File: src/cpuPkg.sv
`default_nettype none

package cpuPkg;

    localparam int xlen = 32;

    typedef logic [xlen-1:0] wordT;
    typedef logic [4:0] regIdxT;

    // Memory sizes in words
    localparam int imemDepth = 64;
    localparam int dmemDepth = 64;

    typedef logic [$clog2(imemDepth)-1:0] imemAddrT;
    typedef logic [$clog2(dmemDepth)-1:0] dmemAddrT;

    // Major opcodes of the supported subset
    localparam logic [6:0] opLui = 7'b0110111;
    localparam logic [6:0] opOpImm = 7'b0010011;
    localparam logic [6:0] opOp = 7'b0110011;
    localparam logic [6:0] opLoad = 7'b0000011;
    localparam logic [6:0] opStore = 7'b0100011;
    localparam logic [6:0] opBranch = 7'b1100011;
    localparam logic [6:0] opJal = 7'b1101111;

    localparam logic [2:0] f3AddSub = 3'b000;
    localparam logic [2:0] f3Slt = 3'b010;
    localparam logic [2:0] f3Or = 3'b110;
    localparam logic [2:0] f3And = 3'b111;
    localparam logic [2:0] f3Word = 3'b010;
    localparam logic [2:0] f3Beq = 3'b000;
    localparam logic [2:0] f3Bne = 3'b001;

    localparam logic [6:0] f7Sub = 7'b0100000;

endpackage

`default_nettype wire

File: src/instrMem.sv
`default_nettype none

module instrMem (
    input logic clk,
    input logic we,
    input cpuPkg::imemAddrT wAddr,
    input cpuPkg::wordT wData,
    input cpuPkg::wordT pc,
    output cpuPkg::wordT instr
);
    import cpuPkg::*;

    wordT mem [imemDepth];
    imemAddrT rAddr;

    // Word index without the byte offset
    assign rAddr = pc[$bits(imemAddrT)+1:2];

    // Load port used only while the core is idle
    always_ff @(posedge clk) begin
        if (we) begin
            mem[wAddr] <= wData;
        end
    end

    assign instr = mem[rAddr];

endmodule

`default_nettype wire

File: config.mk
export PLATFORM = sky130hd
export DESIGN_NAME = instrMem
export DESIGN_NICKNAME = d
export VERILOG_FILES = /design/src/cpuPkg.sv /design/src/instrMem.sv
export SDC_FILE = /design/constraint.sdc
export NUM_CORES = 2
export LEC_CHECK = 0
export ABC_AREA = 1
export BUFFER_PORTS_ARGS = -buffer_cell sky130_fd_sc_hd__buf_2
export CORE_ASPECT_RATIO = 1.75
export CORE_UTILIZATION = 38
export DETAILED_ROUTE_END_ITERATION = 16
export GPL_TIMING_DRIVEN = 0
export MAX_ROUTING_LAYER = met4
export PLACE_DENSITY = 0.55
export SYNTH_ARGS = -nofsm -noshare
export SYNTH_HDL_FRONTEND = slang
export SYNTH_SLANG_ARGS = --single-unit
File: constraint.sdc
create_clock -name clk -period 6.1 [get_ports clk]
set_input_delay 1.22 -clock clk [delete_from_list [all_inputs] [get_ports clk]]
set_output_delay 1.22 -clock clk [all_outputs]
set_load 0.02 [all_outputs]
==> metrics.yaml <==
layout:
  syn_to_final_growth_pct: 15.4
  drive_above_1_share_pct: 11.8
  fin_util_pct: 44.1
  regMostFlops: "mem"
  fin_nets: 7221
  top_regs: "mem x2048"
  largest_register_ff_count: 2048
worst_setup_path:
  critPathArrivalTime_ns: 5.08
  critPathTopFamily: "buffers and inverters"
  critPathKind: "in2out"
  crit_required_ns: 4.88
  crit_slowest_cell: "clkbuf_1"
  cp_cell_sequence: "buf_2, clkbuf_1, clkbuf_1, nand3_1, nand3_1, nand3_1, nand2_1, nand2_1, nand2_1, buf_2"
  cp-start-kind: "input port"
  crit_path_end_kind: "primary output"
  crit_buf_inv: 4
  cp_max_fo: 10
  slowest_delay_ns: 1.10
worst_hold_path:
  hold_path_class: "in2reg"
synthesis:
  seq_area_frac_synth_pct: 74.9
  synth.avg_cell_area_sq_um: 12.2
  syn_area_sq_um: 82100
  synthesis.nets: 6809
  yosysWarnings: 0
  yosysUniqueCellTypes: 15
  netlist_instances: 6737
  synth-seq-cells: 2048
clock_network:
  hold_buffers: 0
  cts.htree.levels: 4
  clk_pin_slew_ns: 0.07
  cts_tree: "built"
  clock-sinks: 2048
  clk_path_buf_depth: 4
  cts_buffers: 184
  cts_root_buffer: "clkbuf_16"
global_routing:
  grt_max_degree: 65
  grt_pass1_vias: 55300
  grt_use_total_pct: 31.9
  overflow: 0
  antenna_found_initial: 36
  grt_pass1_wl_mm: 461
run_status:
  violations: "max-capacitance violations, max-slew violations, negative setup slack"
  outcome: "finished with violations"
sta:
  fin_tns_setup_ns: -0.836
  timing.slew.headroom_pct: -3.34
  fmax_ghz: 0.159
  fin_ws_ns: -0.201
  tightest_slew_ns: 1.55
  timing.hold.ws_ns: 0.623
  period_share_pct: 103
  finalHoldViolCount: 0
  period_minus_slack_ns: 6.30
  finalSetupViolCount: 10
  slew_viol_final: 22
  rsz0062_at_grt: "true"
floorplan:
  core_area_sq_um: 215000
  num_io_pins: 104
  initial_core_util_pct: 38.2
  die_w_microns: 353
  die_area_sq_um: 218000
  dieHeight_microns: 617
  fp-row-count: 225
detailed_routing:
  routed.top_layer: "met4"
  vias_per_cell: 5.90
  wl_met3_mm: 35.0
  wl_per_cell_microns: 34.0
  drt-initial-drc-count: 8665
  wl_met2_mm: 164
  met1_length_mm: 110
  dr_total_vias: 59900
  antenna_left: 0
  firstDrtPassIters: 10
  drc: 0
  wirelength_mm: 345
placement:
  gp_congestion: 1.05
  place_ws_ns: 0.00907
  port_buffers: 69
  hpwl_mm: 242
power:
  power_uw: 29500
  cellPowerDensity_nw_per_um2: 312
  ir_worst_vdd_uv: 221
  cellLeakagePower_uw: 0.0334
run:
  cap_violations: 2
## synthesized netlist by cell type (all sizes together)
| cell | n | area (sq um) |
|---|---|---|
| inv | 12 | 47.6 |
| nand4 | 9 | 56.3 |
| nor2 | 56 | 210 |
| edfxtp | 2048 | 61500 |
| nand2 | 2248 | 8440 |
| buf | 372 | 1960 |
| nor4 | 8 | 50.1 |
| nand3 | 1907 | 9540 |
| clkbuf | 77 | 289 |
## layout make-up
class | instances | area, sq um
clock buffer | 226 | 4850
buffer | 449 | 2260
sequential | 2048 | 61500
inverter | 12 | 47.5
antenna | 38 | 95.1
tap | 2837 | 3550
multi-input combinational | 4228 | 18800
fill | 19400 | 120000
clock inverter | 88 | 782
timing repair buffer | 226 | 2920
## stage by stage
stage	area, sq um	cells
floorplan	82100	6737
global placement	86000	9643
detailed placement	89000	9800
CTS	94700	10100
global route	94700	10100
finish	94800	10200
## report_power, final
| group | switching (uW) | internal (uW) | total, uW |
|---|---|---|---|
| logic | 1950 | 493 | 2440 |
| clock network | 5240 | 6250 | 11500 |
| registers | 21.6 | 15600 | 15600 |
| total | 7210 | 22300 | 29500 |
## path summary, 6_finish.rpt
check,startpoint,end,depth (start not counted)
setup / recovery,pc[4],instr[16],10
hold / removal,wData[21],mem[62][21],1
## routing by layer
| metal | vias up | track usage (%) |
|---|---|---|
| li1 | 24900 | - |
| met1 | 29400 | 33.4 |
| met2 | 4253 | 51.4 |
| met3 | 1379 | 7.49 |
| met4 | 0 | 26.0 |
| met5 | - | - |
## repair_timing
| action | in CTS | in global routing |
|---|---|---|
| setup endpoints to repair | 0 | 4 |
| setup buffers | 0 | 0 |
| gates resized for setup | 0 | 2 |
## cells by family (layout without fill, tap and decap cells)
kind of cell	Yosys count	in the layout	share of synthesized area, %
buffers and inverters	461	1001	2.80
flip-flops	2048	2048	74.9
other	0	38	0
AND/OR/NAND/NOR	4228	4228	22.3
## cells in the final DEF (no fill, tap or decap), types with 38 or more instances in the layout
cell type and n:
clkbuf_16 188, buf_2 319, buf_12 79, nand2_1 2248, clkinv_1 45, clkbuf_1 110
nor2_4 56, buf_1 39, diode_2 38, buf_4 136, edfxtp_1 2048, nand3_1 1907
No activity file was read; power rests on OpenSTA's default activity.
