--- src/cpuPkg.sv ---
`default_nettype none

package cpuPkg;

    localparam int xlen = 32;

    typedef logic [xlen-1:0] wordT;
    typedef logic [4:0] regIdxT;

    // Memory sizes in words
    localparam int imemDepth = 64;
    localparam int dmemDepth = 64;

    typedef logic [$clog2(imemDepth)-1:0] imemAddrT;
    typedef logic [$clog2(dmemDepth)-1:0] dmemAddrT;

    // Major opcodes of the supported subset
    localparam logic [6:0] opLui = 7'b0110111;
    localparam logic [6:0] opOpImm = 7'b0010011;
    localparam logic [6:0] opOp = 7'b0110011;
    localparam logic [6:0] opLoad = 7'b0000011;
    localparam logic [6:0] opStore = 7'b0100011;
    localparam logic [6:0] opBranch = 7'b1100011;
    localparam logic [6:0] opJal = 7'b1101111;

    localparam logic [2:0] f3AddSub = 3'b000;
    localparam logic [2:0] f3Slt = 3'b010;
    localparam logic [2:0] f3Or = 3'b110;
    localparam logic [2:0] f3And = 3'b111;
    localparam logic [2:0] f3Word = 3'b010;
    localparam logic [2:0] f3Beq = 3'b000;
    localparam logic [2:0] f3Bne = 3'b001;

    localparam logic [6:0] f7Sub = 7'b0100000;

endpackage

`default_nettype wire

--- src/ctrlPkg.sv ---
`default_nettype none

package ctrlPkg;

    typedef enum logic [2:0] {
        aluAdd,
        aluSub,
        aluAnd,
        aluOr,
        aluSlt,
        aluPassB
    } aluOpT;

    // Immediate layouts
    typedef enum logic [2:0] {
        immI,
        immS,
        immB,
        immJ,
        immU
    } immSrcT;

    // Source of the register write-back value
    typedef enum logic [1:0] {
        resAlu,
        resMem,
        resPc4
    } resultSrcT;

endpackage

`default_nettype wire

--- src/ctrlIf.sv ---
`default_nettype none

interface ctrlIf;
    import ctrlPkg::*;

    logic regWrite;
    logic memWrite;
    aluOpT aluOp;
    logic aluSrc;
    resultSrcT resultSrc;
    logic branch;
    logic branchNe;
    logic jump;

    modport decoder (
        output regWrite, memWrite, aluOp, aluSrc, resultSrc, branch, branchNe, jump
    );
    modport pc (input branch, branchNe, jump);
    modport alu (input aluOp);
    modport regfile (input regWrite);
    modport dmem (input memWrite);

endinterface

`default_nettype wire

--- src/alu.sv ---
`default_nettype none

module alu (
    ctrlIf.alu ctrl,
    input cpuPkg::wordT a,
    input cpuPkg::wordT b,
    output cpuPkg::wordT y,
    output logic zero
);
    import cpuPkg::*;
    import ctrlPkg::*;

    logic lessThan;

    assign lessThan = $signed(a) < $signed(b);

    always_comb begin
        case (ctrl.aluOp)
            aluAdd: y = a + b;
            aluSub: y = a - b;
            aluAnd: y = a & b;
            aluOr: y = a | b;
            aluSlt: y = {{(xlen-1){1'b0}}, lessThan};
            // lui passes the shifted immediate straight through
            aluPassB: y = b;
            default: y = '0;
        endcase
    end

    assign zero = (y == '0);

endmodule

`default_nettype wire

--- src/flat_wrapper.sv ---
// flat-port wrapper written by rule: the top's interface ports become plain ports
module alu_flat import cpuPkg::*; import ctrlPkg::*;
  (a, b, y, zero, ctrl_aluOp);
  ctrlIf ctrl_i ();
  input cpuPkg::wordT a;
  input cpuPkg::wordT b;
  output cpuPkg::wordT y;
  output logic zero;
  input wire logic [$bits(ctrl_i.aluOp)-1:0] ctrl_aluOp;
  assign ctrl_i.aluOp = ctrl_aluOp;
  alu u_core (.ctrl(ctrl_i), .a(a), .b(b), .y(y), .zero(zero));
endmodule
--- config.mk ---
export PLATFORM = sky130hd
export DESIGN_NAME = alu_flat
export DESIGN_NICKNAME = d
export VERILOG_FILES = /design/src/cpuPkg.sv /design/src/ctrlPkg.sv /design/src/ctrlIf.sv /design/src/alu.sv /design/src/flat_wrapper.sv
export SDC_FILE = /design/constraint.sdc
export NUM_CORES = 1
export LEC_CHECK = 0
export BUFFER_PORTS_ARGS = -buffer_cell sky130_fd_sc_hd__buf_2
export CAP_MARGIN = 10
export CELL_PAD_IN_SITES_DETAIL_PLACEMENT = 1
export CELL_PAD_IN_SITES_GLOBAL_PLACEMENT = 1
export CORE_UTILIZATION = 40
export DETAILED_ROUTE_END_ITERATION = 8
export PLACE_DENSITY = 0.83
export SLEW_MARGIN = 20
export SYNTH_ARGS = -nofsm -noshare
export SYNTH_HDL_FRONTEND = slang
export SYNTH_SLANG_ARGS = --single-unit
--- constraint.sdc ---
create_clock -name vclk -period 5.9
set_input_delay 1.18 -clock vclk [all_inputs]
set_output_delay 1.18 -clock vclk [all_outputs]
set_load 0.02 [all_outputs]
==> results by group <==
Floorplan
  • Num rows: 41
  • Die outline height: 116 um
  • Core Area: approximately 13,000 um^2
  • Die Wd: 116 um
  • Initial Utilization: 0.410
  • I/O pin cnt: 100
  • Overall die area: 13,400 um^2

Place
  • PortBufs: 100
  • Placer congestion estimate: 0.938
  • Post-DP Area: 6340 um^2
  • DP Wirelength: 17,300 um
  • Placed Cells incl. Taps: 1,094
  • Worst slack, placed: -216 ps

Final layout
  • Layout cell share with drive strength beyond 1: 0.274
  • Nets: 1,106
  • Multi-input gate area: 4890 um^2
  • Fill cells: ~1,700
  • Fin area: approximately 6700 um^2
  • Layout area overhead: 29.5%
  • Clock buffer count: 0
  • Sequential Area: 0 um^2
  • Ant diodes: 0
  • FFs & Latches: 0
  • Layout Cells excl Fill: 1,104

Routing
  • DRC: 0
  • Drt wl/cell: 20.7 um
  • Routed Antenna Nets: 0
  • Via count: 6,885
  • 1st-iter DRT viols: 608
  • Routed WL: roughly 23,000 um
  • Via/cell ratio: 6.24
  • First-pass DRT Iterations: 6

Global routing
  • Largest net degree at the start of global routing: 80
  • All-layer global routing usage: 0.323
  • Initial antenna violation count: 0
  • First-pass GRT wire length: 34,500 um
  • GR Overflow Total: 0
  • Vias in the first global route: 6,871

STA
  • Slew Viols, Final: 0
  • Fin crit period: 6010 ps
  • Final period utilization: 1.02
  • Setup-failing EPs final: 1
  • Worst rel slew slack: 0.433
  • Fin. Hold Viols: 0
  • Worst Setup Slack, final: -105 ps
  • Hold WS: 2850 ps
  • Transition time of the tightest slew-check pin: 847 ps
  • Top achievable clock speed: 0.167 GHz
  • RSZ-0062 raised after global routing: yes

Yosys
  • Most common cell in the netlist: ha_1
  • Synth area leader: ha_1
  • Ys Warns: 0
  • Post-synthesis sequential area ratio: 0
  • Mean Syn Cell Area: approximately 6.6 um^2
  • Mapped Area: 5170 um^2
  • Distinct cells, synth: 74
  • Synthesized net count: 956
  • Share of the synthesized area in the top cell type: 0.249
  • Most frequent cells after synthesis: ha_1, inv_1, nand2_1
  • Mapped Cells: 784
  • Area contributors post-synth: ha_1, a21oi_1, inv_1, o21ai_0, nand2_1

Worst setup path
  • Most used cell, CP: or4_4
  • WP data required: 4720 ps
  • CP Class: in2out
  • CP Max Fanout: 4
  • CP max stage cell: or4_4
  • Arr. time, crit path: just under 5000 ps
  • Startpoint Class: input port
  • Worst-path cell chain: buf_8 -> inv_4 -> ha_4 -> fa_2 -> o21ba_4 -> or4_4 -> a21boi_4 -> buf_4 -> a221oi_4 -> o211ai_1 -> o21ai_2 -> xnor2_2 -> o221ai_2 -> or4_4 -> nor4_4 -> and4b_1 -> buf_6
  • Crit-path max cell delay: ~560 ps
  • Critical Path Sink Type: output port

Worst hold path
  • Hold Crit Class: in2out

Power
  • PD cells: 113 nW/um^2
  • Peak VDD IR: ~56 uV
  • Pleak: 3.27 nW

Clocking
  • # hold bufs at CTS: 0

Run status
  • Violated checks: setup timing
  • Outcome: finished, violations left

Job
  • Max-cap violation count: 0
metrics by stage:
step / total power [mW] / setup TNS, ps / util
floorplan: 0.417 / 0 / -
global placement: 0.656 / -108 / 0.502
detailed placement: 0.674 / -216 / 0.502
CTS: 0.690 / -82.1 / 0.509
global route: 0.808 / -254 / 0.531
finish: 0.757 / -105 / 0.531
path summary, 6_finish.rpt:
path,from,endpoint,slack [ps],cells past startpoint
max,a[0],zero,-110,17
min,ctrl_aluOp[2],y[1],2850,3
routing by layer:
metal	GRT usage	up-vias	wire length, um
met5	0	-	0
met4	0.0915	0	797
met3	0.0324	87	1580
met2	0.567	359	10900
met1	0.418	3324	9640
li1	-	3115	-
layout make-up:
| type | count | share of cell area |
|---|---|---|
| well taps | 172 | 0.0321 |
| repair buffers | 193 | 0.185 |
| multi-input cells | 645 | 0.730 |
| inverters | 94 | 0.0534 |
timing repair:
action                                  4_1_cts  5_1_grt
endpoints found under the setup margin        1        2
resized for setup                            17       50
setup buffers                                 4        7
pin swaps                                     9       26
worst max-delay path, delay by kind of cell:
family                   cells  cell delay [ps]
AND/OR/NAND/NOR              4             1500
AO/OA/AOI/OAI                6             1030
buffers and inverters        4              380
adder cells (fa/ha/maj)      2              570
XOR/XNOR                     1              150
where the power goes:
part           total [mW]  internal [mW]  switching (mW)
registers               0              0               0
logic               0.757          0.296           0.461
clock network           0              0               0
total               0.757          0.296           0.461
logic make-up after synthesis:
family	Yosys count	share of synthesized area
simple gates	210	0.189
compound gates	296	0.389
buf+inv	139	0.105
fa+ha+maj	105	0.257
xor+xnor	31	0.0540
mux	3	0.00581
layout by cell type, fill, tap and decap left out, drive strengths merged, types with 3 or more instances in the layout:
master,instances
buf,193
ha,103
inv,94
o21ai,75
nand2,73
a21oi,70
nor2,58
xnor2,27
a22oi,19
a21o,15
nor3,15
a211oi,15
o211ai,12
nor4,12
nand3,11
o31ai,11
a2111oi,11
o21bai,9
nand2b,8
a31oi,7
nor2b,7
o221ai,7
nand4,6
or3,6
a211o,5
xor2,4
a222oi,4
or4,4
a221oi,4
and3,3
o21a,3
a2111o,3
mux2i,3
a22o,3
o21ba,3
o41ai,3
No activity file was read; power rests on OpenSTA's default activity.
