File: src/cpuPkg.sv
`default_nettype none

package cpuPkg;

    localparam int xlen = 32;

    typedef logic [xlen-1:0] wordT;
    typedef logic [4:0] regIdxT;

    // Memory sizes in words
    localparam int imemDepth = 64;
    localparam int dmemDepth = 64;

    typedef logic [$clog2(imemDepth)-1:0] imemAddrT;
    typedef logic [$clog2(dmemDepth)-1:0] dmemAddrT;

    // Major opcodes of the supported subset
    localparam logic [6:0] opLui = 7'b0110111;
    localparam logic [6:0] opOpImm = 7'b0010011;
    localparam logic [6:0] opOp = 7'b0110011;
    localparam logic [6:0] opLoad = 7'b0000011;
    localparam logic [6:0] opStore = 7'b0100011;
    localparam logic [6:0] opBranch = 7'b1100011;
    localparam logic [6:0] opJal = 7'b1101111;

    localparam logic [2:0] f3AddSub = 3'b000;
    localparam logic [2:0] f3Slt = 3'b010;
    localparam logic [2:0] f3Or = 3'b110;
    localparam logic [2:0] f3And = 3'b111;
    localparam logic [2:0] f3Word = 3'b010;
    localparam logic [2:0] f3Beq = 3'b000;
    localparam logic [2:0] f3Bne = 3'b001;

    localparam logic [6:0] f7Sub = 7'b0100000;

endpackage

`default_nettype wire

File: src/ctrlPkg.sv
`default_nettype none

package ctrlPkg;

    typedef enum logic [2:0] {
        aluAdd,
        aluSub,
        aluAnd,
        aluOr,
        aluSlt,
        aluPassB
    } aluOpT;

    // Immediate layouts
    typedef enum logic [2:0] {
        immI,
        immS,
        immB,
        immJ,
        immU
    } immSrcT;

    // Source of the register write-back value
    typedef enum logic [1:0] {
        resAlu,
        resMem,
        resPc4
    } resultSrcT;

endpackage

`default_nettype wire

File: src/ctrlIf.sv
`default_nettype none

interface ctrlIf;
    import ctrlPkg::*;

    logic regWrite;
    logic memWrite;
    aluOpT aluOp;
    logic aluSrc;
    resultSrcT resultSrc;
    logic branch;
    logic branchNe;
    logic jump;

    modport decoder (
        output regWrite, memWrite, aluOp, aluSrc, resultSrc, branch, branchNe, jump
    );
    modport pc (input branch, branchNe, jump);
    modport alu (input aluOp);
    modport regfile (input regWrite);
    modport dmem (input memWrite);

endinterface

`default_nettype wire

File: src/programCounter.sv
`default_nettype none

module programCounter (
    input logic clk,
    input logic arstN,
    input logic run,
    ctrlIf.pc ctrl,
    input logic zero,
    input cpuPkg::wordT imm,
    output cpuPkg::wordT pc,
    output cpuPkg::wordT pcPlus4
);
    import cpuPkg::*;

    logic taken;
    wordT pcNext;

    assign pcPlus4 = pc + 32'd4;

    // bne inverts the sense of the zero flag
    assign taken = ctrl.jump | (ctrl.branch & (zero ^ ctrl.branchNe));
    assign pcNext = taken ? pc + imm : pcPlus4;

    always_ff @(posedge clk or negedge arstN) begin
        if (!arstN) begin
            pc <= '0;
        end else if (run) begin
            pc <= pcNext;
        end
    end

endmodule

`default_nettype wire

File: src/flat_wrapper.sv
// flat-port wrapper written by rule: the top's interface ports become plain ports
module programCounter_flat import cpuPkg::*;
  (clk, arstN, run, zero, imm, pc, pcPlus4, ctrl_branch, ctrl_branchNe, ctrl_jump);
  ctrlIf ctrl_i ();
  input logic clk;
  input logic arstN;
  input logic run;
  input logic zero;
  input cpuPkg::wordT imm;
  output cpuPkg::wordT pc;
  output cpuPkg::wordT pcPlus4;
  input wire logic [$bits(ctrl_i.branch)-1:0] ctrl_branch;
  input wire logic [$bits(ctrl_i.branchNe)-1:0] ctrl_branchNe;
  input wire logic [$bits(ctrl_i.jump)-1:0] ctrl_jump;
  assign ctrl_i.branch = ctrl_branch;
  assign ctrl_i.branchNe = ctrl_branchNe;
  assign ctrl_i.jump = ctrl_jump;
  programCounter u_core (.clk(clk), .arstN(arstN), .run(run), .ctrl(ctrl_i), .zero(zero), .imm(imm), .pc(pc), .pcPlus4(pcPlus4));
endmodule
File: config.mk
export PLATFORM = sky130hd
export DESIGN_NAME = programCounter_flat
export DESIGN_NICKNAME = d
export VERILOG_FILES = /design/src/cpuPkg.sv /design/src/ctrlPkg.sv /design/src/ctrlIf.sv /design/src/programCounter.sv /design/src/flat_wrapper.sv
export SDC_FILE = /design/constraint.sdc
export NUM_CORES = 1
export LEC_CHECK = 0
export BUFFER_PORTS_ARGS = -buffer_cell sky130_fd_sc_hd__buf_4
export CORE_MARGIN = 2
export CORE_UTILIZATION = 35
export DETAILED_ROUTE_END_ITERATION = 7
export PLACE_DENSITY = 0.53
export SLEW_MARGIN = 40
export SYNTH_ARGS = -nofsm -noshare
export SYNTH_HDL_FRONTEND = slang
export SYNTH_SLANG_ARGS = --single-unit
File: constraint.sdc
create_clock -name clk -period 3.25 [get_ports clk]
set_input_delay 0.1625 -clock clk [delete_from_list [all_inputs] [get_ports clk]]
set_output_delay 0.1625 -clock clk [all_outputs]
set_load 0.05 [all_outputs]
==> impl_metrics.env <==
export IMPL_slew_viol_final=0
export IMPL_yosys_area_top_type="dfrtp_1"
export IMPL_fin_area_um2=4910
export IMPL_largest_register_ffs=32
export IMPL_async_flop_share_pct=100
export IMPL_cts_root_buf="clkbuf_8"
export IMPL_total_leakage_power_uw=0.00221
export IMPL_skew_ns=0.0120
export IMPL_synth_seq_cells=32
export IMPL_placed_cell_area_um2=4800
export IMPL_final_common_cell="buf_4"
export IMPL_max_stage_delay_ns=0.48
export IMPL_ioPinCount=103
export IMPL_crit_cells=9
export IMPL_grt_overflow=0
export IMPL_synth_edf_count=0
export IMPL_finalSetupTns_ns=0
export IMPL_cts_setup_buffers=0
export IMPL_synth_main_ff_cell="dfrtp_1"
export IMPL_viasPerCell=5.58
export IMPL_antenna_found_initial=0
export IMPL_final_cell_mix="114 x buf_4, 56 x a21oi_1, 50 x nor2_1, 49 x nand2_1, 36 x o21ai_0"
export IMPL_syn_cell_area_um2=3860
export IMPL_track_usage_pct=21.9
export IMPL_path_cells="ha_1 > and4_2 > nand4_4 > nor3_4 > nand2_2 > nor4_2 > buf_4 > xor2_1 > buf_4"
export IMPL_cts_num_sinks=32
export IMPL_period_minus_slack_ns=3.02
export IMPL_coreArea_um2=10800
export IMPL_diodes=0
export IMPL_reg2regPathDepth=10
export IMPL_place_ws_ns=0.247
export IMPL_cpMostUsedCell="buf_4"
export IMPL_crit_end="pcPlus4[30]"
export IMPL_hpwl_mm=9.76
export IMPL_cts_tree="yes"
export IMPL_period_share_pct=92.9
export IMPL_wl_per_cell_um=17.4
export IMPL_die_w_um=109
export IMPL_rsz0062_at_grt="false"
export IMPL_critical_path_class="reg2out"
export IMPL_r2r_setup_slack_ns=0.24
export IMPL_top_regs="u_core.pc: 32 flops"
export IMPL_slowest_stage="dfrtp_1"
export IMPL_finalSetupViolations=0
export IMPL_finalHoldViolations=0
export IMPL_synth_seq_area_share_pct=20.7
export IMPL_ys_top_cells_by_area="dfrtp_1 21%, ha_1 10%, a21oi_1 7.4%"
export IMPL_crit_family="simple AND/OR/NAND/NOR gates"
export IMPL_grt_pass1_wl_mm=20.3
export IMPL_hold_slack_ns=0.175
export IMPL_synth_net_count=579
export IMPL_power_density_nw_per_um2=1240
export IMPL_startpoint="u_core.pc[2]"
export IMPL_relSlewSlack_pct=53.2
export IMPL_fin_ws_ns=0.232
export IMPL_nets=678
export IMPL_gp_congestion=0.889
export IMPL_fp_dieH_um=109
export IMPL_cts_buffer_depth=2
export IMPL_clkTransAtPathRegs_ns=0.08
export IMPL_yosys_warnings=0
export IMPL_fmax_ghz=0.331
export IMPL_area_growth_syn_to_layout_pct=27.2
export IMPL_h_tree_depth=2
export IMPL_max_cap_viol_count=0
export IMPL_outcome="completed"
export IMPL_critical_path_peak_fanout=6
export IMPL_crit_path_start_kind="flip-flop"
export IMPL_num_rows=38
export IMPL_arrival_ns=2.86
export IMPL_hold_path_class="in2reg"
export IMPL_drc_errors=0
export IMPL_r2r_end="u_core.pc[31]"
export IMPL_synth_area_per_cell_um2=7.62
export IMPL_synth_cell_types=68
export IMPL_r2r_start="u_core.pc[14]"
export IMPL_start_util_pct=35.8
export IMPL_cp_end_kind="primary output"
export IMPL_dieArea_um2=11900
export IMPL_ant_nets=0
export IMPL_drt_pass1_iter_count=4
export IMPL_vias=4171
export IMPL_grt_max_degree=44
export IMPL_routed_wl_mm=13.0
export IMPL_worst_pin_slew_ns=0.701
export IMPL_synth_top_area_share_pct=20.7
export IMPL_drt_iter0_markers=224
export IMPL_peakVddDrop_v=0.000554
export IMPL_max_flop_register="u_core.pc"
export IMPL_first_global_vias=3811
export IMPL_portBuffers=102
export IMPL_syn_inst=507
export IMPL_drive_gt1_share_pct=23.2
export IMPL_final_util_pct=45.5
export IMPL_cp_buffers_inverters=2
export IMPL_worstSkewPairLatency_ns=0.29
export IMPL_crit_required_ns=3.09
export IMPL_numCtsBuffers=5
-- through the flow --
step | cells | power [uW]
floorplan | 507 | 4350
global placement | 738 | 5690
detailed placement | 738 | 5710
CTS | 747 | 6080
global route | 747 | 6510
finish | 747 | 6090
-- cells in the mapped netlist (2+ instances only) --
master      n
a21oi_1    57
nor2_1     50
nand2_1    49
o21ai_0    36
dfrtp_1    32
ha_1       32
xnor2_1    31
xor2_1     21
clkbuf_1   19
inv_1      19
nand3_1    15
a21o_1     11
o21bai_1   11
nor3_1     10
nand4_1     9
a31oi_1     7
nor2b_1     7
nor4_1      6
a211oi_1    5
and3_1      5
o22ai_1     5
a32oi_1     4
o21a_1      4
o31ai_1     4
a21boi_0    3
o31a_1      3
a221oi_1    2
and2_1      2
and4_1      2
buf_4       2
mux2i_1     2
nand2b_1    2
nand4_4     2
o2111ai_1   2
o32ai_1     2
or3_1       2
-- how the worst min path moves through the flow --
| stage | start | end | slack [ns] | cells after the start |
|---|---|---|---|---|
| global placement | arstN | u_core.pc[7] | 0.16 | 1 |
| floorplan | arstN | u_core.pc[0] | -0.13 | 0 |
| CTS | imm[0] | u_core.pc[0] | 0.17 | 4 |
| detailed placement | arstN | u_core.pc[5] | 0.17 | 1 |
| finish | imm[0] | u_core.pc[0] | 0.18 | 4 |
| global route | imm[0] | u_core.pc[0] | 0.21 | 4 |
-- layer usage --
layer  vias to the layer above  wire length, um  track usage [%]
li1                       2053                -                -
met1                      1984             6510             32.7
met2                       127             5820             34.3
met3                         7              569             1.85
met4                         0              110             4.30
met5                         -                0                0
-- cells by family after synthesis --
kind of cell	share of synthesized area, %
buffers and inverters	4.50
AOI/OAI and AO/OA	27.7
xor gates and xnor gates	11.8
adders and majority gates	10.9
DFF	20.7
muxes	0.518
and+or+nand+nor	23.9
-- where the power goes --
part	internal, uW	switching [uW]	total, uW
clock	174	176	350
sequential	590	351	941
combinational	1650	3150	4800
total	2410	3680	6090
-- worst min-delay path, stage by stage --
cell and delay [ns]:
buf_4 0.08, ha_1 0.10, nand2_1 0.04, nand2_1 0.04
-- cell type report --
cell class / instances / area [um2]
multi-input combinational: 433 / 2910
clock buffer: 8 / 90.1
tap: 140 / 175
sequential: 32 / 801
fill: 1131 / 5880
inverter: 19 / 71.3
timing repair buffer: 115 / 866
-- what timing repair did --
action	in CTS	in global routing
hold endpoints to repair	32	0
resized for setup	0	2
setup endpoints to repair	0	4
hold buffers	1	0
Power figures use the tool's default switching activity.
