==> src/cpuPkg.sv <==
`default_nettype none

package cpuPkg;

    localparam int xlen = 32;

    typedef logic [xlen-1:0] wordT;
    typedef logic [4:0] regIdxT;

    // Memory sizes in words
    localparam int imemDepth = 64;
    localparam int dmemDepth = 64;

    typedef logic [$clog2(imemDepth)-1:0] imemAddrT;
    typedef logic [$clog2(dmemDepth)-1:0] dmemAddrT;

    // Major opcodes of the supported subset
    localparam logic [6:0] opLui = 7'b0110111;
    localparam logic [6:0] opOpImm = 7'b0010011;
    localparam logic [6:0] opOp = 7'b0110011;
    localparam logic [6:0] opLoad = 7'b0000011;
    localparam logic [6:0] opStore = 7'b0100011;
    localparam logic [6:0] opBranch = 7'b1100011;
    localparam logic [6:0] opJal = 7'b1101111;

    localparam logic [2:0] f3AddSub = 3'b000;
    localparam logic [2:0] f3Slt = 3'b010;
    localparam logic [2:0] f3Or = 3'b110;
    localparam logic [2:0] f3And = 3'b111;
    localparam logic [2:0] f3Word = 3'b010;
    localparam logic [2:0] f3Beq = 3'b000;
    localparam logic [2:0] f3Bne = 3'b001;

    localparam logic [6:0] f7Sub = 7'b0100000;

endpackage

`default_nettype wire

==> src/ctrlPkg.sv <==
`default_nettype none

package ctrlPkg;

    typedef enum logic [2:0] {
        aluAdd,
        aluSub,
        aluAnd,
        aluOr,
        aluSlt,
        aluPassB
    } aluOpT;

    // Immediate layouts
    typedef enum logic [2:0] {
        immI,
        immS,
        immB,
        immJ,
        immU
    } immSrcT;

    // Source of the register write-back value
    typedef enum logic [1:0] {
        resAlu,
        resMem,
        resPc4
    } resultSrcT;

endpackage

`default_nettype wire

==> src/ctrlIf.sv <==
`default_nettype none

interface ctrlIf;
    import ctrlPkg::*;

    logic regWrite;
    logic memWrite;
    aluOpT aluOp;
    logic aluSrc;
    resultSrcT resultSrc;
    logic branch;
    logic branchNe;
    logic jump;

    modport decoder (
        output regWrite, memWrite, aluOp, aluSrc, resultSrc, branch, branchNe, jump
    );
    modport pc (input branch, branchNe, jump);
    modport alu (input aluOp);
    modport regfile (input regWrite);
    modport dmem (input memWrite);

endinterface

`default_nettype wire

==> src/dataMem.sv <==
`default_nettype none

module dataMem (
    input logic clk,
    ctrlIf.dmem ctrl,
    input cpuPkg::wordT addr,
    input cpuPkg::wordT wd,
    output cpuPkg::wordT rd
);
    import cpuPkg::*;

    wordT mem [dmemDepth];
    dmemAddrT idx;

    // Word accesses only
    assign idx = addr[$bits(dmemAddrT)+1:2];

    always_ff @(posedge clk) begin
        if (ctrl.memWrite) begin
            mem[idx] <= wd;
        end
    end

    assign rd = mem[idx];

endmodule

`default_nettype wire

==> src/flat_wrapper.sv <==
// flat-port wrapper written by rule: the top's interface ports become plain ports
module dataMem_flat import cpuPkg::*;
  (clk, addr, wd, rd, ctrl_memWrite);
  ctrlIf ctrl_i ();
  input logic clk;
  input cpuPkg::wordT addr;
  input cpuPkg::wordT wd;
  output cpuPkg::wordT rd;
  input wire logic [$bits(ctrl_i.memWrite)-1:0] ctrl_memWrite;
  assign ctrl_i.memWrite = ctrl_memWrite;
  dataMem u_core (.clk(clk), .ctrl(ctrl_i), .addr(addr), .wd(wd), .rd(rd));
endmodule
==> config.mk <==
export PLATFORM = sky130hd
export DESIGN_NAME = dataMem_flat
export DESIGN_NICKNAME = d
export VERILOG_FILES = /design/src/cpuPkg.sv /design/src/ctrlPkg.sv /design/src/ctrlIf.sv /design/src/dataMem.sv /design/src/flat_wrapper.sv
export SDC_FILE = /design/constraint.sdc
export NUM_CORES = 2
export LEC_CHECK = 0
export ABC_AREA = 1
export BUFFER_PORTS_ARGS = -buffer_cell sky130_fd_sc_hd__buf_2
export CELL_PAD_IN_SITES_DETAIL_PLACEMENT = 1
export CELL_PAD_IN_SITES_GLOBAL_PLACEMENT = 2
export CORE_MARGIN = 4
export CORE_UTILIZATION = 25
export DETAILED_ROUTE_END_ITERATION = 10
export HOLD_SLACK_MARGIN = 0.08
export MAX_ROUTING_LAYER = met4
export PLACE_DENSITY = 0.56
export SETUP_SLACK_MARGIN = 0.3
export SYNTH_ARGS = -nofsm -noshare
export SYNTH_HDL_FRONTEND = slang
export SYNTH_SLANG_ARGS = --single-unit
==> constraint.sdc <==
create_clock -name clk -period 5.2 [get_ports clk]
set_input_delay 0.26 -clock clk [delete_from_list [all_inputs] [get_ports clk]]
set_output_delay 0.26 -clock clk [all_outputs]
set_load 0.01 [all_outputs]
==> metrics.log <==
INFO  metric power_switching_share = a little under a quarter
INFO  metric area_of_combinational_cells_with_multiple_inputs = approximately 23,000 um^2
INFO  metric count_of_h_tree_levels_built_during_cts = 4
INFO  metric setup_tns = 0 ns
INFO  metric wl = around 300,000 um
INFO  metric grt_pass1_wl = ~430,000 um
INFO  metric cellPowerDensity = around 370 nW/um^2
INFO  metric drtPass1Iterations = 5
INFO  metric route.vias.total = between 50,000 and 60,000
INFO  metric finalSetupViolations = 0
INFO  metric drc = 0
INFO  metric die_y = about 600 um
INFO  metric synth_sequential_area_ratio = a little under three quarters
INFO  metric hold_start = wd[1]
INFO  metric core-area = about 340,000 um^2
INFO  metric critPathKind = input pin to output pin
INFO  metric vdd.ir_drop.worst = ~0.00025 V
INFO  metric cts-buffers-inserted = roughly 240
INFO  metric cts_setup_buffers = 0
INFO  metric detailedRoute.firstIterationViolations = between 3,000 and 4,000
INFO  metric grt_start_max_net_pins = 152
INFO  metric critical_path_arrival = ~3.6 ns
INFO  metric worstPathRequired = 4.94 ns
INFO  metric worst_slew_margin_rel = 17.5%
INFO  metric startpoint_type = input pin
INFO  metric p_seq_share = about half
INFO  metric ant_nets = 0
INFO  metric synthesis.yosys.warnings = 0
INFO  metric p_switching = 8.60 mW
INFO  metric largest_register_ffs = 2,048
INFO  metric clk_path_buf_depth = 4
INFO  metric vias_per_cell = ~4.4
INFO  metric syn-cell-area = 85,900 um^2
INFO  metric crit_fanout = 60
INFO  metric tritoncts = done
INFO  metric biggestRegsByFlops = u_core.mem x2048
INFO  metric synth_area_per_cell = slightly above 10 um^2
INFO  metric grt_overflow = 0
INFO  metric internal_power = between 20 and 30 mW
INFO  metric synthCells = ~8,400
INFO  metric fillerInstances = around 38,000
INFO  metric critPathBufInv = 5
INFO  metric critical_path.top_delay_family = simple AND/OR/NAND/NOR gates
INFO  metric synthTopCellsByArea = sky130_fd_sc_hd__edfxtp_1 (72%), sky130_fd_sc_hd__nand2_1 (25%), sky130_fd_sc_hd__buf_2 (1.4%), sky130_fd_sc_hd__nor2_1 (0.60%), sky130_fd_sc_hd__clkbuf_1 (0.55%)
INFO  metric die_area = ~350,000 um^2
INFO  metric synth.distinct_cells = 20
INFO  metric synth_nets = between 8,000 and 9,000
INFO  metric place_hpwl = 160,000 um
INFO  metric registers.top_by_ff_count = u_core.mem
INFO  metric status = finished, final reports clean
INFO  metric detail_route.wl_per_cell = around 22 um
INFO  metric grt_setup_unrepaired = no
INFO  metric leakage = 40.6 nW
INFO  metric crit_path_cell_trace = buf_8, inv_8, buf_12, buf_4, nand2_1, nand2_1, nand2_1, nand2_1, nand2_1, nand2_1, nand2_1, nand2_1, nor2_1, nand2_1, buf_2
INFO  metric cts_root_buffer = sky130_fd_sc_hd__clkbuf_16
INFO  metric end_kind = output pin
INFO  metric hold_ws = around 0.18 ns
INFO  metric cp_common_cell = sky130_fd_sc_hd__nand2_1
INFO  metric hold_path.class = input pin to flop
INFO  metric period_share = approximately 74%
INFO  metric syn2layout_area_growth = 16.6%
INFO  metric antenna_found_initial = 15
INFO  metric io_pins = 98
INFO  metric cts_sinks = approximately 2,000
INFO  metric critical_path.max_stage_delay = approximately 0.75 ns
INFO  metric die_w = 594 um
INFO  metric share_comb_of_total_power = approximately 6.4%
INFO  metric finalMaxSlewViolations = 0
INFO  metric crit_slowest_cell = sky130_fd_sc_hd__nor2_1
INFO  metric fmax = 0.260 GHz
INFO  metric grt_pass1_vias = slightly above 60,000
INFO  metric io_buffer_count = between 70 and 80
INFO  metric initial_core_util = between 20 and 30%
INFO  metric design.final.nets = roughly 8,600
INFO  metric gpl.final_weighted_congestion = about 0.72
INFO  metric timing.max_cap.violations = 0
INFO  metric clock_pin_slew_reported_for_the_worst_setup_and_hold_paths_after_clock_tree_synthesis = about 0.060 ns
INFO  metric critPathLaunch = addr[2]
INFO  metric final_layout_size_suffix_gt1_share = around 7.5%
INFO  metric core.rowCount = 214
INFO  metric synth_seq_cells = slightly above 2,000
INFO  metric postCtsResizedCells = 0
INFO  metric global_route_usage_sum = ~17%
INFO  metric tightest_slew = 1.24 ns
INFO  metric seq_area = 61,500 um^2
INFO  metric hold_viol_final = 0
INFO  metric synth.top_cell.area_share = a little under three quarters
INFO  metric synth_largest_area_cell = sky130_fd_sc_hd__edfxtp_1
INFO  metric power.clock.fraction = 43.6%
INFO  metric min_period = around 3.9 ns
==> path summary, 6_finish.rpt <==
check,end,slack [ns],depth (start not counted)
hold / removal,u_core.mem[15][1],0.18,2
setup / recovery,rd[21],1.35,15
==> per-stage QoR <==
stage / utilization [%] / instance area, um^2 / setup WS (ns) / instances / power [mW]
2_1_floorplan: - / 85900 / 0.655 / 8408 / 19.9
5_1_grt: 29.4 / 100000 / 1.16 / 13300 / 38.1
3_3_place_gp: 27.2 / 92600 / 1.29 / 12800 / 21.0
4_1_cts: 29.4 / 100000 / 1.29 / 13200 / 37.2
3_5_place_dp: 27.2 / 92600 / 1.29 / 12800 / 21.0
6_report: 29.4 / 100000 / 1.35 / 13300 / 36.6
==> routing by layer <==
layer	share of wire, %	up-vias	track usage [%]
li1	-	27400	-
met2	49	724	28.8
met5	0	-	-
met1	46	29400	21.6
met4	2.1	0	3.72
met3	3.2	368	1.96
==> placed cells by master, fill, tap and decap left out <==
master                             n
sky130_fd_sc_hd__clkinv_1         76
sky130_fd_sc_hd__clkbuf_16       241
sky130_fd_sc_hd__nor4_2            2
sky130_fd_sc_hd__edfxtp_1       2048
sky130_fd_sc_hd__inv_6             2
sky130_fd_sc_hd__buf_2            67
sky130_fd_sc_hd__buf_12           44
sky130_fd_sc_hd__nor3_2            1
sky130_fd_sc_hd__diode_2           9
sky130_fd_sc_hd__nor2_1           75
sky130_fd_sc_hd__buf_4           163
sky130_fd_sc_hd__nor2_4           62
sky130_fd_sc_hd__bufinv_16        16
sky130_fd_sc_hd__o21ai_0           5
sky130_fd_sc_hd__nand4_1           2
sky130_fd_sc_hd__inv_16            1
sky130_fd_sc_hd__buf_8             3
sky130_fd_sc_hd__or2_1             1
sky130_fd_sc_hd__or2_2             5
sky130_fd_sc_hd__inv_2            11
sky130_fd_sc_hd__o21ai_1           2
sky130_fd_sc_hd__inv_8             4
sky130_fd_sc_hd__nor3_4            7
sky130_fd_sc_hd__o211ai_1          5
sky130_fd_sc_hd__clkinv_2         27
sky130_fd_sc_hd__clkbuf_1         56
sky130_fd_sc_hd__inv_1            16
sky130_fd_sc_hd__nand3_1          13
sky130_fd_sc_hd__dlygate4sd3_1    29
sky130_fd_sc_hd__clkinvlp_4        1
sky130_fd_sc_hd__nand2_1        5728
==> cells in the mapped netlist <==
cell type                  instances
sky130_fd_sc_hd__buf_2           235
sky130_fd_sc_hd__nand2_1        5728
sky130_fd_sc_hd__or2_1             1
sky130_fd_sc_hd__or2_2             5
sky130_fd_sc_hd__nor3_1            1
sky130_fd_sc_hd__nand3_1          13
sky130_fd_sc_hd__inv_2            14
sky130_fd_sc_hd__nor3_2            7
sky130_fd_sc_hd__buf_4            11
sky130_fd_sc_hd__edfxtp_1       2048
sky130_fd_sc_hd__clkbuf_1        126
sky130_fd_sc_hd__buf_6             5
sky130_fd_sc_hd__inv_1            16
sky130_fd_sc_hd__nand4_1           2
sky130_fd_sc_hd__nor4_1            2
sky130_fd_sc_hd__o21ai_0           5
sky130_fd_sc_hd__o211ai_1          5
sky130_fd_sc_hd__o21ai_1           2
sky130_fd_sc_hd__nor2_1          137
sky130_fd_sc_hd__buf_1            45
==> layout make-up <==
| cell class | count | share of cell area (%) |
|---|---|---|
| timing repair buffer | 306 | 2.77 |
| antenna | 9 | 0.0225 |
| clock inverter | 124 | 0.956 |
| clock buffer | 297 | 6.23 |
| inverter | 30 | 0.135 |
| tap | 4536 | 5.67 |
| multi-input combinational | 5908 | 22.8 |
| sequential | 2048 | 61.4 |
==> power groups by stage <==
| stage | registers [mW] | clock network (mW) | logic, mW |
|---|---|---|---|
| 6_report | 18.3 | 16.0 | 2.33 |
| 4_1_cts | 18.3 | 16.5 | 2.41 |
| 2_1_floorplan | 18.7 | 0 | 1.21 |
| 3_5_place_dp | 18.7 | 0 | 2.38 |
| 3_3_place_gp | 18.7 | 0 | 2.36 |
| 5_1_grt | 18.3 | 17.1 | 2.63 |
==> cell families after synthesis <==
group	after synthesis	share of synthesized area, %
AOI/OAI and AO/OA	12	0.0845
buffers and inverters	452	2.41
DFF	2048	71.6
and+or+nand+nor	5896	25.9
==> timing repair <==
action / 4_1_cts / 5_1_grt
endpoints found under the hold margin: 964 / 0
hold buffers: 29 / 0
setup endpoints to repair: 0 / 0
(Power assumes the default switching activity.)
