### src/cpuPkg.sv
`default_nettype none

package cpuPkg;

    localparam int xlen = 32;

    typedef logic [xlen-1:0] wordT;
    typedef logic [4:0] regIdxT;

    // Memory sizes in words
    localparam int imemDepth = 64;
    localparam int dmemDepth = 64;

    typedef logic [$clog2(imemDepth)-1:0] imemAddrT;
    typedef logic [$clog2(dmemDepth)-1:0] dmemAddrT;

    // Major opcodes of the supported subset
    localparam logic [6:0] opLui = 7'b0110111;
    localparam logic [6:0] opOpImm = 7'b0010011;
    localparam logic [6:0] opOp = 7'b0110011;
    localparam logic [6:0] opLoad = 7'b0000011;
    localparam logic [6:0] opStore = 7'b0100011;
    localparam logic [6:0] opBranch = 7'b1100011;
    localparam logic [6:0] opJal = 7'b1101111;

    localparam logic [2:0] f3AddSub = 3'b000;
    localparam logic [2:0] f3Slt = 3'b010;
    localparam logic [2:0] f3Or = 3'b110;
    localparam logic [2:0] f3And = 3'b111;
    localparam logic [2:0] f3Word = 3'b010;
    localparam logic [2:0] f3Beq = 3'b000;
    localparam logic [2:0] f3Bne = 3'b001;

    localparam logic [6:0] f7Sub = 7'b0100000;

endpackage

`default_nettype wire

### src/ctrlPkg.sv
`default_nettype none

package ctrlPkg;

    typedef enum logic [2:0] {
        aluAdd,
        aluSub,
        aluAnd,
        aluOr,
        aluSlt,
        aluPassB
    } aluOpT;

    // Immediate layouts
    typedef enum logic [2:0] {
        immI,
        immS,
        immB,
        immJ,
        immU
    } immSrcT;

    // Source of the register write-back value
    typedef enum logic [1:0] {
        resAlu,
        resMem,
        resPc4
    } resultSrcT;

endpackage

`default_nettype wire

### src/ctrlIf.sv
`default_nettype none

interface ctrlIf;
    import ctrlPkg::*;

    logic regWrite;
    logic memWrite;
    aluOpT aluOp;
    logic aluSrc;
    resultSrcT resultSrc;
    logic branch;
    logic branchNe;
    logic jump;

    modport decoder (
        output regWrite, memWrite, aluOp, aluSrc, resultSrc, branch, branchNe, jump
    );
    modport pc (input branch, branchNe, jump);
    modport alu (input aluOp);
    modport regfile (input regWrite);
    modport dmem (input memWrite);

endinterface

`default_nettype wire

### src/instrDecoder.sv
`default_nettype none

module instrDecoder (
    input logic run,
    input cpuPkg::wordT instr,
    ctrlIf.decoder ctrl,
    output cpuPkg::wordT imm
);
    import cpuPkg::*;
    import ctrlPkg::*;

    logic [6:0] opcode;
    logic [2:0] funct3;
    logic [6:0] funct7;
    logic regWriteDec;
    logic memWriteDec;
    immSrcT immSrc;

    assign opcode = instr[6:0];
    assign funct3 = instr[14:12];
    assign funct7 = instr[31:25];

    always_comb begin
        // Anything unrecognised falls through as a nop
        regWriteDec = 1'b0;
        memWriteDec = 1'b0;
        ctrl.aluOp = aluAdd;
        ctrl.aluSrc = 1'b0;
        ctrl.resultSrc = resAlu;
        ctrl.branch = 1'b0;
        ctrl.branchNe = 1'b0;
        ctrl.jump = 1'b0;
        immSrc = immI;
        case (opcode)
            opLui: begin
                regWriteDec = 1'b1;
                ctrl.aluOp = aluPassB;
                ctrl.aluSrc = 1'b1;
                immSrc = immU;
            end
            opOpImm: begin
                regWriteDec = (funct3 == f3AddSub);
                ctrl.aluSrc = 1'b1;
            end
            opOp: begin
                regWriteDec = 1'b1;
                case (funct3)
                    f3AddSub: ctrl.aluOp = (funct7 == f7Sub) ? aluSub : aluAdd;
                    f3Slt: ctrl.aluOp = aluSlt;
                    f3And: ctrl.aluOp = aluAnd;
                    f3Or: ctrl.aluOp = aluOr;
                    default: regWriteDec = 1'b0;
                endcase
            end
            opLoad: begin
                regWriteDec = (funct3 == f3Word);
                ctrl.aluSrc = 1'b1;
                ctrl.resultSrc = resMem;
            end
            opStore: begin
                memWriteDec = (funct3 == f3Word);
                ctrl.aluSrc = 1'b1;
                immSrc = immS;
            end
            opBranch: begin
                // Compare by subtraction and let the zero flag decide
                ctrl.aluOp = aluSub;
                immSrc = immB;
                ctrl.branch = (funct3 == f3Beq) || (funct3 == f3Bne);
                ctrl.branchNe = (funct3 == f3Bne);
            end
            opJal: begin
                regWriteDec = 1'b1;
                ctrl.jump = 1'b1;
                ctrl.resultSrc = resPc4;
                immSrc = immJ;
            end
            default: begin
            end
        endcase
    end

    // No state changes while the core is idle
    assign ctrl.regWrite = run & regWriteDec;
    assign ctrl.memWrite = run & memWriteDec;

    always_comb begin
        case (immSrc)
            immI: imm = {{20{instr[31]}}, instr[31:20]};
            immS: imm = {{20{instr[31]}}, instr[31:25], instr[11:7]};
            immB: imm = {{20{instr[31]}}, instr[7], instr[30:25], instr[11:8], 1'b0};
            immJ: imm = {{12{instr[31]}}, instr[19:12], instr[20], instr[30:21], 1'b0};
            immU: imm = {instr[31:12], 12'b0};
            default: imm = '0;
        endcase
    end

endmodule

`default_nettype wire

### src/flat_wrapper.sv
// flat-port wrapper written by rule: the top's interface ports become plain ports
module instrDecoder_flat import cpuPkg::*; import ctrlPkg::*;
  (run, instr, imm, ctrl_regWrite, ctrl_memWrite, ctrl_aluOp, ctrl_aluSrc, ctrl_resultSrc, ctrl_branch, ctrl_branchNe, ctrl_jump);
  ctrlIf ctrl_i ();
  input logic run;
  input cpuPkg::wordT instr;
  output cpuPkg::wordT imm;
  output wire logic [$bits(ctrl_i.regWrite)-1:0] ctrl_regWrite;
  output wire logic [$bits(ctrl_i.memWrite)-1:0] ctrl_memWrite;
  output wire logic [$bits(ctrl_i.aluOp)-1:0] ctrl_aluOp;
  output wire logic [$bits(ctrl_i.aluSrc)-1:0] ctrl_aluSrc;
  output wire logic [$bits(ctrl_i.resultSrc)-1:0] ctrl_resultSrc;
  output wire logic [$bits(ctrl_i.branch)-1:0] ctrl_branch;
  output wire logic [$bits(ctrl_i.branchNe)-1:0] ctrl_branchNe;
  output wire logic [$bits(ctrl_i.jump)-1:0] ctrl_jump;
  assign ctrl_regWrite = ctrl_i.regWrite;
  assign ctrl_memWrite = ctrl_i.memWrite;
  assign ctrl_aluOp = ctrl_i.aluOp;
  assign ctrl_aluSrc = ctrl_i.aluSrc;
  assign ctrl_resultSrc = ctrl_i.resultSrc;
  assign ctrl_branch = ctrl_i.branch;
  assign ctrl_branchNe = ctrl_i.branchNe;
  assign ctrl_jump = ctrl_i.jump;
  instrDecoder u_core (.run(run), .instr(instr), .ctrl(ctrl_i), .imm(imm));
endmodule
### config.mk
export PLATFORM = sky130hd
export DESIGN_NAME = instrDecoder_flat
export DESIGN_NICKNAME = d
export VERILOG_FILES = /design/src/cpuPkg.sv /design/src/ctrlPkg.sv /design/src/ctrlIf.sv /design/src/instrDecoder.sv /design/src/flat_wrapper.sv
export SDC_FILE = /design/constraint.sdc
export NUM_CORES = 1
export LEC_CHECK = 0
export BUFFER_PORTS_ARGS = -buffer_cell sky130_fd_sc_hd__buf_2
export CAP_MARGIN = 20
export CORE_MARGIN = 1.5
export CORE_UTILIZATION = 29
export DETAILED_ROUTE_END_ITERATION = 12
export GPL_TIMING_DRIVEN = 1
export PLACE_DENSITY = 0.91
export SLEW_MARGIN = 5
export SYNTH_ARGS = -nofsm -noshare
export SYNTH_HDL_FRONTEND = slang
export SYNTH_SLANG_ARGS = --single-unit
### constraint.sdc
create_clock -name vclk -period 1.2
set_input_delay 0 -clock vclk [all_inputs]
set_output_delay 0 -clock vclk [all_outputs]
set_load 0.02 [all_outputs]
==> results of run 1 <==
## worst min path at each step
stage              start           to  slack (ns)  cells after the start
3_5_place_dp   instr[31]      imm[31]        0.28                      2
5_1_grt        instr[17]      imm[17]        0.31                      3
3_3_place_gp   instr[31]      imm[31]        0.28                      2
2_1_floorplan  instr[13]  ctrl_branch        0.05                      1
6_report       instr[17]      imm[17]        0.30                      3
4_1_cts        instr[31]      imm[31]        0.29                      2
## critical path: stages
cell and delay (ns):
buf_6 0.10, nand3b_1 0.23, or3_4 0.40, a2111oi_4 0.37, o31a_1 0.21, buf_6 0.14
## synthesized netlist by cell type (all sizes together)
master / n
or4: 1
or3b: 1
nor2b: 1
nand3b: 2
nand4: 1
nand2b: 1
nor4: 2
o311ai: 1
inv: 4
or2: 1
or3: 2
o31a: 1
o21ai: 7
nor3b: 1
nand2: 10
a2111oi: 1
and2: 9
nor3: 5
a221o: 1
clkbuf: 3
a21oi: 1
a32o: 1
buf: 4
a21o: 19
a21boi: 1
nor2: 8
or4b: 1
## metal layers
layer | wire, um | GRT usage (%)
met1 | 1880 | 39.5
met2 | 2340 | 58.1
met3 | 847 | 10.6
met4 | 471 | 15.0
met5 | 0 | 0
## timing repair
item                       4_1_cts  5_1_grt
cloned                           3        1
pin swaps                       17       10
setup endpoints to repair       37       39
gates resized for setup         82       67
buffers inserted                 3        1
hold buffers                     0        0
## cell families (layout without fill, tap and decap cells)
group,Yosys count,count (layout),share of synthesized area [%]
buffers and inverters,11,108,9.93
AO/OA/AOI/OAI,33,33,43.6
AND/OR/NAND/NOR,46,47,46.5
## where the power goes
group / internal (uW) / switching [uW] / total, uW
combinational: 280 / 302 / 582
clock: 0 / 0 / 0
sequential: 0 / 0 / 0
total: 280 / 302 / 582
## cell type report
type	instances	area, um2
Timing Repair Buffer	104	890
Multi-Input combinational cell	80	729
Fill cell	54	98.8
Tap cell	25	31.3
Inverter	4	15.0
## through the flow
| stage | utilization [%] | std cells | cell area [um2] | hold slack (ns) |
|---|---|---|---|---|
| 2_1_floorplan | - | 90 | 568 | 0.0510 |
| 3_3_place_gp | 62.2 | 205 | 1100 | 0.281 |
| 3_5_place_dp | 62.2 | 205 | 1100 | 0.280 |
| 4_1_cts | 78.7 | 211 | 1390 | 0.288 |
| 5_1_grt | 94.4 | 213 | 1670 | 0.311 |
| 6_report | 94.4 | 213 | 1670 | 0.302 |
==> results.toml, run 1 <==
[timing]
relSlewSlack_pct = 71.5
min_period_ns = 1.46
grt_setup_unrepaired = "yes"
maxSlewViolCount = 0
tns_ns = -4.13
tightest_slew_ns = 0.424
achievable-frequency_ghz = 0.686
final_critical_path_setup_slack_ns = -0.258
finalSetupViolCount = 39
hold_violations = 0
fin_crit_sh_pct = 122

[drt]
dr.pass1.iters = 5
wl_um = 5540
vias = 1403
avgRoutedWirePerCell_um = 26.0
routed_via_density = 6.59
drtIter0Drc = 106
drc = 0
drtAntennaViolNets = 0

[pwr]
finalPower_uw = 582
p_leak_uw = 0.000874
pwr_density_cell_nw_per_um2 = 349
ir_drop_v = 0.000227

[synth]
avgSynthCellArea_um2 = 6.16
yosys-top-cells-area = "a21o_1, and2_1, nand2_1"
ys_seq_area_share_pct = 0
syn-num-nets = 123
synth_top_cell_area_share_pct = 24.4
synth_top_cell_by_area = "a21o_1"
synth_cell_types = 32
synthesis.area_um2 = 554
synthCells = 90
ys_warn_count = 0

[die]
die_h_um = 46.7
io_pins = 76
initial_utilization_pct = 31.4
placementRows = 15
die_w_um = 46.7
dieArea_um2 = 2180
core_um2 = 1760

[finish]
n_clock_buffer = 0
synthToLayoutAreaGrowth_pct = 200
antenna_cells = 0
drive_gt1_share_pct = 77.7
final_cell_mix = "buf_6, buf_2, buf_4"
seq_cells = 0
regArea_um2 = 0
final_common_cell = "buf_6"
fin_nets = 223

[critical_path]
cp-end-kind = "output pin"
worstPathArrival_ns = 1.46
critPathCapture = "ctrl_regWrite"
crit_path_start = "instr[2]"
required_ns = 1.20
critPathKind = "in2out"
start_kind = "input pin"
crit_fanout = 3

[global_routing]
grtUsageTotal_pct = 34.3
grt_overflow = 0
antenna_found_initial = 0
grt_pass1_vias = 1150
grt_max_degree = 12
grt_pass1_wl_um = 5360

[placed_design]
dpl_worst_slack_ns = -0.150
gp_congestion = 0.781
io_buffer_count = 76
hpwl_um = 1950

[status]
status = "finished, violations left"
violations = "setup timing"

[run]
max_cap_violations = 0

[worst_hold_path]
min_path_type = "in2out"
(Power assumes the default switching activity.)
==> inputs of run 2 (changes only) <==
- GPL_ROUTABILITY_DRIVEN: unset -> 0
- PLACE_DENSITY: 0.91 -> unset
- PLACE_DENSITY_LB_ADDON: unset -> 0.08
- RECOVER_POWER: unset -> 50
==> results.toml, run 2 (synthesis results as in run 1) <==
[status]
status = "finished, violations left"
violations = "setup timing"

[timing]
finalSetupViolCount = 25
grt_setup_unrepaired = "yes"
whs_ns = 0.289
hold_violations = 0
tightest_slew_ns = 0.337
relSlewSlack_pct = 77.3
tns_ns = -1.20
final_critical_path_setup_slack_ns = -0.121
maxSlewViolCount = 0
achievable-frequency_ghz = 0.757
fin_crit_sh_pct = 110
min_period_ns = 1.32

[global_routing]
grt_pass1_vias = 864
gr-usage-met2_pct = 43.9
grtUsageMet1_pct = 26.3
gr-usage-met3_pct = 0.784
busiest_layer = "met2"
grt_max_degree = 12
grtUsageTotal_pct = 21.8
grt_pass1_wl_um = 3590
antenna_found_initial = 0
grt_overflow = 0

[die]
placementRows = 15
io_pins = 76
core_um2 = 1760
die_h_um = 46.7
initial_utilization_pct = 31.4
dieArea_um2 = 2180
die_w_um = 46.7

[critical_path]
worstPathArrival_ns = 1.32
required_ns = 1.20
crit_fanout = 2
path_cells = "buf_6 > or4b_4 > nor3_4 > a21boi_1 > o311ai_1 > buf_2"
critPathKind = "in2out"
max_stage_delay_ns = 0.54
cp_slowest_cell = "or4b_4"
cp-end-kind = "output pin"
start_kind = "input pin"

[drt]
dr.pass1.iters = 4
avgRoutedWirePerCell_um = 13.9
drtIter0Drc = 17
vias = 1076
drc = 0
drtAntennaViolNets = 0
routed_via_density = 5.10
wl_um = 2940

[cts]
postCtsHoldBufs = 0

[placed_design]
dpl_worst_slack_ns = -0.163
io_buffer_count = 76
placed_area_um2 = 1090
hpwl_um = 1910

[finish]
drive_gt1_share_pct = 71.5
antenna_cells = 0
regArea_um2 = 0
synthToLayoutAreaGrowth_pct = 171
fin_area_um2 = 1500
n_clock_buffer = 0
final_cell_mix = "buf_2, buf_6, buf_4"
seq_cells = 0
final_common_cell = "buf_2"
fin_nets = 221

[pwr]
ir_drop_v = 0.000229
p_leak_uw = 0.000817
pwr_density_cell_nw_per_um2 = 324
finalPower_uw = 486

[run]
max_cap_violations = 0

[worst_hold_path]
min_path_type = "in2out"
[run 2: worst max-delay path: cells and delay by family]
| kind | cells | cell delay [ns] |
|---|---|---|
| compound gates | 2 | 0.34 |
| buf+inv | 2 | 0.32 |
| simple gates | 2 | 0.65 |
[run 2: cell type report]
type               instances  area [um2]
well taps                 25        31.3
fillers                  123         264
multi-input cells         80         658
repair buffers           102         796
inverters                  4        15.0
[run 2: stage by stage]
| step | utilization [%] | instances |
|---|---|---|
| 4_1_cts | 77.1 | 208 |
| 6_report | 85.0 | 211 |
| 5_1_grt | 85.0 | 211 |
| 2_1_floorplan | - | 90 |
| 3_5_place_dp | 62.1 | 203 |
| 3_3_place_gp | 62.1 | 203 |
[run 2: layer usage]
| metal | wire, um | share of wire (%) |
|---|---|---|
| met1 | 1130 | 38 |
| met2 | 1630 | 55 |
| met3 | 184 | 6.3 |
| met4 | 0 | 0 |
| met5 | 0 | 0 |
[run 2: timing repair]
action	CTS	global route
gates cloned	3	0
resized for setup	74	32
pin swaps	19	11
buffers inserted	2	3
endpoints found under the setup margin	36	38
[run 2: final timing paths]
check | depth (start not counted) | from | end | slack, ns
worst min-delay path | 4 | instr[9] | imm[2] | 0.29
worst max-delay path | 6 | instr[14] | ctrl_aluOp[0] | -0.12
[run 2: where the power goes]
group	internal (uW)	switching (uW)	total, uW
sequential	0	0	0
combinational	248	238	486
clock	0	0	0
